--- src/source/uart_pkg.sv ---
package uart_pkg;

  // clock cycles per serial bit
  // kept short for simulation, a 50 MHz part at 115200 baud would use 434
  localparam int clks_per_bit = 8;

  // start, eight data, parity, stop
  localparam int frame_bits = 11;

  localparam int baud_cnt_w = (clks_per_bit > 1) ? $clog2(clks_per_bit) : 1;

  // counts 0 .. clks_per_bit-1 inside one bit
  typedef logic [baud_cnt_w-1:0] baud_cnt_t;

  // position inside a frame
  typedef logic [3:0] bit_cnt_t;

  // one serial payload
  typedef logic [7:0] byte_t;

endpackage

--- src/source/cmd_pkg.sv ---
package cmd_pkg;

  localparam int cmd_width = 16;

  // read flag position, 1 = read
  localparam int rw_bit = 15;

  // cycles to wait after the last frame before a read gives up
  localparam int reply_timeout_clks = 2 * uart_pkg::frame_bits * uart_pkg::clks_per_bit;

  localparam int timeout_w = $clog2(reply_timeout_clks + 1);

  // {rw, addr[6:0], data[7:0]}
  typedef logic [cmd_width-1:0] cmd_t;

  typedef logic [6:0] addr_t;

  typedef logic [7:0] data_t;

  typedef logic [timeout_w-1:0] timeout_cnt_t;

endpackage

--- src/source/uart_tx.sv ---
`timescale 1ns/1ns

module uart_tx (
  input  logic            clk,
  input  logic            rst_n,
  input  uart_pkg::byte_t tx_byte,
  input  logic            tx_vld,
  output logic            tx_rdy,
  output logic            tx
);

  logic                            busy;
  logic [uart_pkg::frame_bits-2:0] shreg;
  uart_pkg::baud_cnt_t             baud_cnt;
  uart_pkg::bit_cnt_t              bit_cnt;
  logic                            accept;
  logic                            bit_end;
  logic                            last_bit;

  assign accept   = tx_vld && tx_rdy;
  assign bit_end  = baud_cnt == uart_pkg::baud_cnt_t'(uart_pkg::clks_per_bit - 1);
  assign last_bit = bit_cnt == uart_pkg::bit_cnt_t'(uart_pkg::frame_bits - 1);

  // ready again once the stop bit has had its full bit time
  assign tx_rdy = !busy;

  always_ff @(posedge clk or negedge rst_n) begin
    if (!rst_n) begin
      busy     <= 1'b0;
      baud_cnt <= '0;
      bit_cnt  <= '0;
      tx       <= 1'b1;
    end else if (accept) begin
      busy     <= 1'b1;
      baud_cnt <= '0;
      bit_cnt  <= '0;
      // start bit goes out right away
      tx       <= 1'b0;
    end else if (busy) begin
      if (bit_end) begin
        baud_cnt <= '0;
        if (last_bit) begin
          // stop bit done, line stays high
          busy <= 1'b0;
        end else begin
          bit_cnt <= bit_cnt + 1'b1;
          tx      <= shreg[0];
        end
      end else begin
        baud_cnt <= baud_cnt + 1'b1;
      end
    end
  end

  // rest of the frame: data lsb first, odd parity, stop
  always_ff @(posedge clk) begin
    if (accept) begin
      shreg <= {1'b1, ~^tx_byte, tx_byte};
    end else if (busy && bit_end && !last_bit) begin
      shreg <= {1'b1, shreg[uart_pkg::frame_bits-2:1]};
    end
  end

endmodule

--- src/source/uart_rx.sv ---
`timescale 1ns/1ns

module uart_rx (
  input  logic            clk,
  input  logic            rst_n,
  input  logic            rx,
  output uart_pkg::byte_t rx_byte,
  output logic            rx_done,
  output logic            rx_bad,
  output logic            rx_busy
);

  typedef enum logic [1:0] {
    rx_idle,
    rx_start,
    rx_data,
    rx_stop
  } rx_state_t;

  rx_state_t           state;
  logic                rx_meta;
  logic                rx_sync;
  logic                rx_prev;
  uart_pkg::baud_cnt_t baud_cnt;
  uart_pkg::bit_cnt_t  bit_cnt;
  logic                parity;
  logic                half_end;
  logic                bit_end;
  logic                parity_bit;

  assign half_end   = baud_cnt == uart_pkg::baud_cnt_t'(uart_pkg::clks_per_bit / 2 - 1);
  assign bit_end    = baud_cnt == uart_pkg::baud_cnt_t'(uart_pkg::clks_per_bit - 1);
  assign parity_bit = bit_cnt == uart_pkg::bit_cnt_t'($bits(uart_pkg::byte_t));
  assign rx_busy    = state != rx_idle;

  // two flop synchronizer plus one more for the edge
  always_ff @(posedge clk or negedge rst_n) begin
    if (!rst_n) begin
      rx_meta <= 1'b1;
      rx_sync <= 1'b1;
      rx_prev <= 1'b1;
    end else begin
      rx_meta <= rx;
      rx_sync <= rx_meta;
      rx_prev <= rx_sync;
    end
  end

  always_ff @(posedge clk or negedge rst_n) begin
    if (!rst_n) begin
      state    <= rx_idle;
      baud_cnt <= '0;
      bit_cnt  <= '0;
      parity   <= 1'b0;
      rx_done  <= 1'b0;
      rx_bad   <= 1'b0;
    end else begin
      rx_done <= 1'b0;
      rx_bad  <= 1'b0;
      case (state)
        rx_idle: begin
          if (rx_prev && !rx_sync) begin
            state    <= rx_start;
            baud_cnt <= '0;
          end
        end
        rx_start: begin
          if (half_end) begin
            baud_cnt <= '0;
            bit_cnt  <= '0;
            parity   <= 1'b0;
            // start bit gone high again, treat as a glitch
            state    <= rx_sync ? rx_idle : rx_data;
          end else begin
            baud_cnt <= baud_cnt + 1'b1;
          end
        end
        rx_data: begin
          if (bit_end) begin
            baud_cnt <= '0;
            parity   <= parity ^ rx_sync;
            if (parity_bit) begin
              state <= rx_stop;
            end else begin
              bit_cnt <= bit_cnt + 1'b1;
            end
          end else begin
            baud_cnt <= baud_cnt + 1'b1;
          end
        end
        rx_stop: begin
          if (bit_end) begin
            state <= rx_idle;
            // odd count of ones over data and parity
            if (parity && rx_sync) begin
              rx_done <= 1'b1;
            end else begin
              rx_bad <= 1'b1;
            end
          end else begin
            baud_cnt <= baud_cnt + 1'b1;
          end
        end
        default: state <= rx_idle;
      endcase
    end
  end

  // lsb arrives first
  always_ff @(posedge clk) begin
    if (state == rx_data && bit_end && !parity_bit) begin
      rx_byte <= {rx_sync, rx_byte[$bits(uart_pkg::byte_t)-1:1]};
    end
  end

endmodule

--- src/source/cmd_sequencer.sv ---
`timescale 1ns/1ns

module cmd_sequencer (
  input  logic            clk,
  input  logic            rst_n,
  input  cmd_pkg::cmd_t   cmd,
  input  logic            cmd_vld,
  output logic            cmd_rdy,
  output uart_pkg::byte_t tx_byte,
  output logic            tx_vld,
  input  logic            tx_rdy,
  input  uart_pkg::byte_t rx_byte,
  input  logic            rx_done,
  input  logic            rx_bad,
  input  logic            rx_busy,
  output logic            read_vld,
  output cmd_pkg::data_t  read_data,
  output logic            read_err
);

  typedef enum logic [2:0] {
    seq_idle,
    seq_send_hi,
    seq_send_lo,
    seq_wait_reply,
    seq_report
  } seq_state_t;

  seq_state_t            state;
  cmd_pkg::cmd_t         cmd_r;
  cmd_pkg::addr_t        cmd_addr;
  cmd_pkg::data_t        cmd_data;
  cmd_pkg::timeout_cnt_t timer;
  logic                  lo_sent;
  logic                  read_ok;
  logic                  accept;
  logic                  tx_take;
  logic                  timer_run;
  logic                  timed_out;

  assign cmd_addr = cmd_r[cmd_pkg::rw_bit-1:$bits(cmd_pkg::data_t)];
  assign cmd_data = cmd_r[$bits(cmd_pkg::data_t)-1:0];

  // report cycle also takes the next command
  assign cmd_rdy = (state == seq_idle) || (state == seq_report);
  assign accept  = cmd_vld && cmd_rdy;

  assign tx_vld  = (state == seq_send_hi) || ((state == seq_send_lo) && !lo_sent);
  assign tx_byte = (state == seq_send_lo) ? cmd_data : {cmd_r[cmd_pkg::rw_bit], cmd_addr};
  assign tx_take = tx_vld && tx_rdy;

  // timeout only counts once the request frame is off the line
  assign timer_run = tx_rdy && !rx_busy;
  assign timed_out = timer_run &&
                     (timer == cmd_pkg::timeout_cnt_t'(cmd_pkg::reply_timeout_clks - 1));

  assign read_vld = (state == seq_report) && read_ok;
  assign read_err = (state == seq_report) && !read_ok;

  always_ff @(posedge clk or negedge rst_n) begin
    if (!rst_n) begin
      state   <= seq_idle;
      lo_sent <= 1'b0;
      read_ok <= 1'b0;
      timer   <= '0;
    end else begin
      case (state)
        seq_idle, seq_report: begin
          if (accept) begin
            state <= seq_send_hi;
          end else begin
            state <= seq_idle;
          end
        end
        seq_send_hi: begin
          if (tx_take) begin
            lo_sent <= 1'b0;
            timer   <= '0;
            state   <= cmd_r[cmd_pkg::rw_bit] ? seq_wait_reply : seq_send_lo;
          end
        end
        seq_send_lo: begin
          if (tx_take) begin
            lo_sent <= 1'b1;
          end else if (lo_sent && tx_rdy) begin
            // data frame fully out
            state <= seq_idle;
          end
        end
        seq_wait_reply: begin
          if (rx_done) begin
            read_ok <= 1'b1;
            state   <= seq_report;
          end else if (rx_bad || timed_out) begin
            read_ok <= 1'b0;
            state   <= seq_report;
          end else if (timer_run) begin
            timer <= timer + 1'b1;
          end
        end
        default: state <= seq_idle;
      endcase
    end
  end

  always_ff @(posedge clk) begin
    if (accept) begin
      cmd_r <= cmd;
    end
    if (state == seq_wait_reply && rx_done) begin
      read_data <= rx_byte;
    end
  end

endmodule

--- src/source/uart_cmd_bridge.sv ---
`timescale 1ns/1ns

module uart_cmd_bridge (
  input  logic           clk,
  input  logic           rst_n,
  input  cmd_pkg::cmd_t  cmd,
  input  logic           cmd_vld,
  output logic           cmd_rdy,
  output logic           read_vld,
  output cmd_pkg::data_t read_data,
  output logic           read_err,
  output logic           tx,
  input  logic           rx
);

  uart_pkg::byte_t tx_byte;
  logic            tx_vld;
  logic            tx_rdy;
  uart_pkg::byte_t rx_byte;
  logic            rx_done;
  logic            rx_bad;
  logic            rx_busy;

  cmd_sequencer seq_i (
    .clk       (clk),
    .rst_n     (rst_n),
    .cmd       (cmd),
    .cmd_vld   (cmd_vld),
    .cmd_rdy   (cmd_rdy),
    .tx_byte   (tx_byte),
    .tx_vld    (tx_vld),
    .tx_rdy    (tx_rdy),
    .rx_byte   (rx_byte),
    .rx_done   (rx_done),
    .rx_bad    (rx_bad),
    .rx_busy   (rx_busy),
    .read_vld  (read_vld),
    .read_data (read_data),
    .read_err  (read_err)
  );

  uart_tx tx_i (
    .clk     (clk),
    .rst_n   (rst_n),
    .tx_byte (tx_byte),
    .tx_vld  (tx_vld),
    .tx_rdy  (tx_rdy),
    .tx      (tx)
  );

  uart_rx rx_i (
    .clk     (clk),
    .rst_n   (rst_n),
    .rx      (rx),
    .rx_byte (rx_byte),
    .rx_done (rx_done),
    .rx_bad  (rx_bad),
    .rx_busy (rx_busy)
  );

endmodule

--- config.mk ---
export PLATFORM = sky130hd
export DESIGN_NAME = uart_cmd_bridge
export DESIGN_NICKNAME = d
export VERILOG_FILES = /design/src/source/uart_pkg.sv /design/src/source/cmd_pkg.sv /design/src/source/uart_tx.sv /design/src/source/uart_rx.sv /design/src/source/cmd_sequencer.sv /design/src/source/uart_cmd_bridge.sv
export SDC_FILE = /design/constraint.sdc
export NUM_CORES = 1
export LEC_CHECK = 0
export BUFFER_PORTS_ARGS = -buffer_cell sky130_fd_sc_hd__buf_2
export CAP_MARGIN = 20
export CORE_ASPECT_RATIO = 0.7
export CORE_MARGIN = 2
export CORE_UTILIZATION = 50
export CTS_BUF_LIST = sky130_fd_sc_hd__clkbuf_4 sky130_fd_sc_hd__clkbuf_8 sky130_fd_sc_hd__clkbuf_16
export CTS_CLUSTER_SIZE = 28
export DETAILED_ROUTE_END_ITERATION = 10
export HOLD_SLACK_MARGIN = 0.08
export PLACE_DENSITY = 0.8
export SKIP_LAST_GASP = 1
export SLEW_MARGIN = 20
export SYNTH_ARGS = -nofsm -noshare
export SYNTH_HDL_FRONTEND = slang
export SYNTH_SLANG_ARGS = --single-unit
--- constraint.sdc ---
create_clock -name clk -period 2.2 [get_ports clk]
set_input_delay 0.44 -clock clk [delete_from_list [all_inputs] [get_ports clk]]
set_output_delay 0.44 -clock clk [all_outputs]
set_load 0.05 [all_outputs]
# Yosys cells after proc, flatten, opt, wreduce, memory -nomap -nowiden
# Cells that the tools add are included.
# totals
register_bits	78
out_inout_bits	12
wordCells	163
# op_classes
n_addsub	5
eq_ne	29
muxes	61
bitwise	1
n_reduce_logical	46
# op_table
operator	n
$mux 8	5
$mux 3	12
$mux 4	7
$pmux 3 s4	2
$mux 1	22
$mux 9	2
$ne 2x1->1 const B	8
$pmux 8 s2	1
$reduce_bool 2->1	8
$logic_and 1x1->1	15
$ne 2x2->1 const B	7
$mux 2	6
$reduce_and 5->1	2
$eq 3x2->1 const B	3
$eq 3x3->1 const B	3
$reduce_and 3->1	3
$add 4x1->4 const B	2
$add 8x1->8 const B	1
$eq 4x4->1 const B	2
$eq 8x8->1 const B	1
$pmux 2 s4	1
$pmux 4 s2	1
$reduce_and 4->1	2
$reduce_xnor 8->1	1
other kinds (13)	25

# Logic depth before layout (Yosys ltp)
# logic_depth
depth_word	8
depth_mapped	7
mapped_depth_nobuf	6

# Hierarchy
# Synthesis repeated with hierarchy kept, for this count alone.
# unflattened
hier_cells	298
area_unflattened_um2	3585.9
# by_module_without_submodules
module	n_inst	cells_per_inst	area_per_inst_um2	seq_area_each_um2
cmd_sequencer	1	128	1629.1	1046.0
uart_rx	1	82	1029.7	619.3
uart_tx	1	88	927.1	496.7

# Worst setup path after synthesis
# OpenSTA, ideal clock, no wires.
# synth_path
path_type	reg2out
start	reg seq_i.state[1]
end	out read_err
arrival_time_ns	1.939
t_required_ns	1.760
path_slack_ns	-0.179
stages_incl_launch_ff	4
n_path_buf	0
cell_sequence	dfrtp_1 -> nor2_1 -> nand2_1 -> nor2_1
# synth_via
elab_chain_len	2
# synth_rtl
element	line	rtl
start, declared	cmd_sequencer.sv:29	seq_state_t state;
start signal, assigned	cmd_sequencer.sv:62	state <= seq_idle;
start signal, assigned	cmd_sequencer.sv:70	state <= seq_send_hi;
start signal, assigned	cmd_sequencer.sv:72	state <= seq_idle;
$eq 3x3->1	cmd_sequencer.sv:58	assign read_err = (state == seq_report) && !read_ok;
$logic_and 1x1->1	cmd_sequencer.sv:58	
end, declared	uart_cmd_bridge.sv:11	output logic read_err,
# No other way between the ends.

# Final worst setup path
# layout_path
start	reg rx_i.state[0]
end	reg seq_i.timer[6]
# layout_via
elab_chain_len	7
elab_cells_between_ends	8
classes_between	eq/ne: 2; reduce/logical: 6
# layout_rtl
element	line	rtl
start, declared	uart_rx.sv:20	rx_state_t state;
start signal, assigned	uart_rx.sv:51	state <= rx_idle;
start signal, assigned	uart_rx.sv:63	state <= rx_start;
start signal, assigned	uart_rx.sv:73	state <= rx_sync ? rx_idle : rx_data;
$reduce_bool 2->1 (*)	uart_rx.sv:34	assign rx_busy = state != rx_idle;
$logic_not 1->1 (*)	cmd_sequencer.sv:53	assign timer_run = tx_rdy && !rx_busy;
$logic_and 1x1->1 (*)	cmd_sequencer.sv:53	
$logic_and 1x1->1	cmd_sequencer.sv:54	assign timed_out = timer_run &&
$logic_or 1x1->1	cmd_sequencer.sv:94	end else if (rx_bad || timed_out) begin
$ne 2x2->1 (no source line)	n/a	
$reduce_and 5->1 (no source line) (*)	n/a	
end signal, assigned	cmd_sequencer.sv:98	timer <= timer + 1'b1;
end, declared	cmd_sequencer.sv:33	cmd_pkg::timeout_cnt_t timer;
# Every way passes the cells marked *; elsewhere a longest branch is shown, timed or not.
# A chain may end at the register's enable or synchronous reset.

==> results.ini <==
[global_route]
grt_pass1_vias = 2182
antenna_found_initial = 0
grt_max_degree = 38
grt_pass1_wl_um = 10800
grt_util_all_layers = 0.181
grt_overflow = 0

[synthesis]
synthArstFlopShare = 0.474
synth_seq_cells = 78
synthDistinctLibCells = 47
synth_top_cells_by_area = edfxtp_1, dfrtp_1, ha_1
synth_area_sq_mm = 0.00361
synth_edf_count = 41
synth_area_leader_cell = edfxtp_1
synth.yosys.seq_area_share = 0.599
syn_nets = 328
postSynthCellCount = 292
avgSynthCellArea_sq_um = 12.4
yosysWarnings = 0
synth-main-ff-cell = edfxtp_1
synth_top_cell_area_share = 0.341

[layout]
area_delta_synth_final_pct = 13.7
layout_common_cells = edfxtp_1, dfrtp_1, buf_2
multi_input_area_sq_mm = 0.00136
final_common_cell = edfxtp_1
diodes = 0
seqCellArea_sq_mm = 0.00216
nets = 370
drive_gt1_frac = 0.215
fill_cells = 557

[floorplan]
pin_count = 32
placementRows = 25
die-height_um = 75.1
dieArea_sq_mm = 0.00792
start_util = 0.524
core-area_sq_mm = 0.00688
die_w_um = 106

[clock_network]
insertion_delay_ns = 0.36
path_clk_slew_ns = 0.09
cts.sink_count = 78
hold_buffers = 0
htreeDepth = 3
tritoncts = yes
postCtsSetupRepairBufs = 0
cts_max_path_buffers = 2
cts_resized = 0
cts-root-buf = clkbuf_8
cts_buffers = 9

[power_and_ir_drop]
p_per_area_mw_per_mm2 = 857
totalPowerFinal_uw = 3510
vdd_ir_drop_max_v = 0.000553
p_leak_uw = 0.00167

[placed_design]
dp_hpwl_um = 4640
gp_congestion = 0.826
io_buffers = 31

[timing]
layout_min_cycle_time_ns = 1.96
slew_headroom = 0.445
min_period_over_period = 0.893
hold_ws_ns = 0.171
finalHoldViolations = 0
rsz0062_at_grt = no
tns_ns = 0
worst_pin_slew_ns = 0.833
final_max_slew_viol_count = 0
max_freq_ghz = 0.509
clock_skew_ns = 0.0133
setup_viol = 0

[drt]
drt_wl_total_um = 6590
first_iter_violations = 133
viasPerCell = 5.33
first_pass_iters = 4
ant_nets = 0
vias = 2310
wl_per_cell_um = 15.2
drc_errors = 0

[worst_setup_path]
crit-reg2reg-capture = seq_i.timer[6]
path_max_fanout = 10
end_kind = flip-flop
required_ns = 2.46
worstPathArrival_ns = 2.23
r2r_start = rx_i.state[0]
path_class = flip-flop to flip-flop
rr_worst_depth = 6
startpoint_type = flip-flop
rrSetupSlack_ns = 0.24

[min_path]
hold_end = rx_i.rx_meta
hold_class = input port to flip-flop
hold_path.startpoint = rx
hold_depth = 1

[outcome]
outcome = complete, no violations

[job]
maxCapViolations = 0

[cell usage after synthesis (2+ instances only)]
master / number
xnor2_1: 15
and2_1: 4
nand3_1: 14
nand2_1: 14
edfxtp_1: 41
ha_1: 16
buf_2: 2
o21ai_0: 8
xor2_1: 2
nand4_1: 4
dfrtp_1: 33
nand2b_1: 11
a31oi_1: 3
o211ai_1: 5
inv_1: 20
nor3_1: 4
dfstp_2: 4
or2_2: 3
mux2i_1: 14
a21oi_1: 9
nand3b_1: 2
a21oi_2: 6
a22o_1: 8
nor2_1: 25
and3_1: 3
[kinds of logic (layout without fill, tap and decap cells)]
group                    count (synthesis)  in the layout  synth area share
AO/OA/AOI/OAI                           50             50             0.103
XOR/XNOR                                17             17            0.0413
adder cells (fa/ha/maj)                 16             16            0.0555
buffers and inverters                   25             72            0.0298
flip-flops                              78             78             0.599
multiplexers                            14             14            0.0388
AND/OR/NAND/NOR                         92             92             0.132
[worst max path at each step]
stage	startpoint	end	slack [ns]	cells past startpoint
global placement	rx_i.state[0]	seq_i.timer[1]	0.29	6
finish	rx_i.state[0]	seq_i.timer[6]	0.24	6
global route	rx_i.state[0]	seq_i.timer[6]	0.08	6
CTS	rx_i.state[0]	seq_i.timer[6]	0.15	6
detailed placement	rx_i.state[0]	seq_i.timer[6]	0.19	6
floorplan	seq_i.state[1]	read_err	0.08	3
[area by class of cell]
type	count	share of cell area
Clock buffer	9	0.0302
Sequential cell	78	0.527
Tap cell	94	0.0287
Timing Repair Buffer	36	0.0470
Clock inverter	7	0.0180
Inverter	20	0.0183
Multi-Input combinational cell	189	0.331
[metal layers]
metal,routed length [um],GRT usage
met1,3200,0.258
met2,3010,0.263
met3,268,0.0468
met4,108,0.0819
met5,0,0
[power breakdown]
group / internal (uW) / switching, uW / leakage (uW) / total (uW)
clock: 449 / 611 / 0.000101 / 1060
combinational: 310 / 462 / 0.000742 / 772
sequential: 1610 / 75.9 / 0.000822 / 1680
total: 2360 / 1150 / 0.00167 / 3510
[registers in the layout (all words and copies together) (netlist names), 3 cells and up, named ones only]
signal / cells
tx_i.bit_cnt: 4
seq_i.state: 3
seq_i.read_data: 8
rx_i.bit_cnt: 4
seq_i.cmd_r: 16
rx_i.baud_cnt: 3
tx_i.shreg: 9
rx_i.rx_byte: 8
seq_i.timer: 8
tx_i.baud_cnt: 3
[stage by stage]
stage          instance area, sq um  utilization  worst slack [ns]  instances
6_report                       4100        0.596             0.236        433
5_1_grt                        4100        0.596            0.0806        433
3_3_place_gp                   3890        0.565             0.288        417
4_1_cts                        4090        0.594             0.150        433
2_1_floorplan                  3610            -            0.0799        292
3_5_place_dp                   3890        0.565             0.191        417
[critical path: stages, from the launching register on]
cell and delay, ns:
dfrtp_1 0.44, inv_1 0.10, ha_1 0.27, nor4b_2 0.33, a31oi_4 0.19, o21a_1 0.32, o221ai_1 0.22
(Power assumes the default switching activity.)
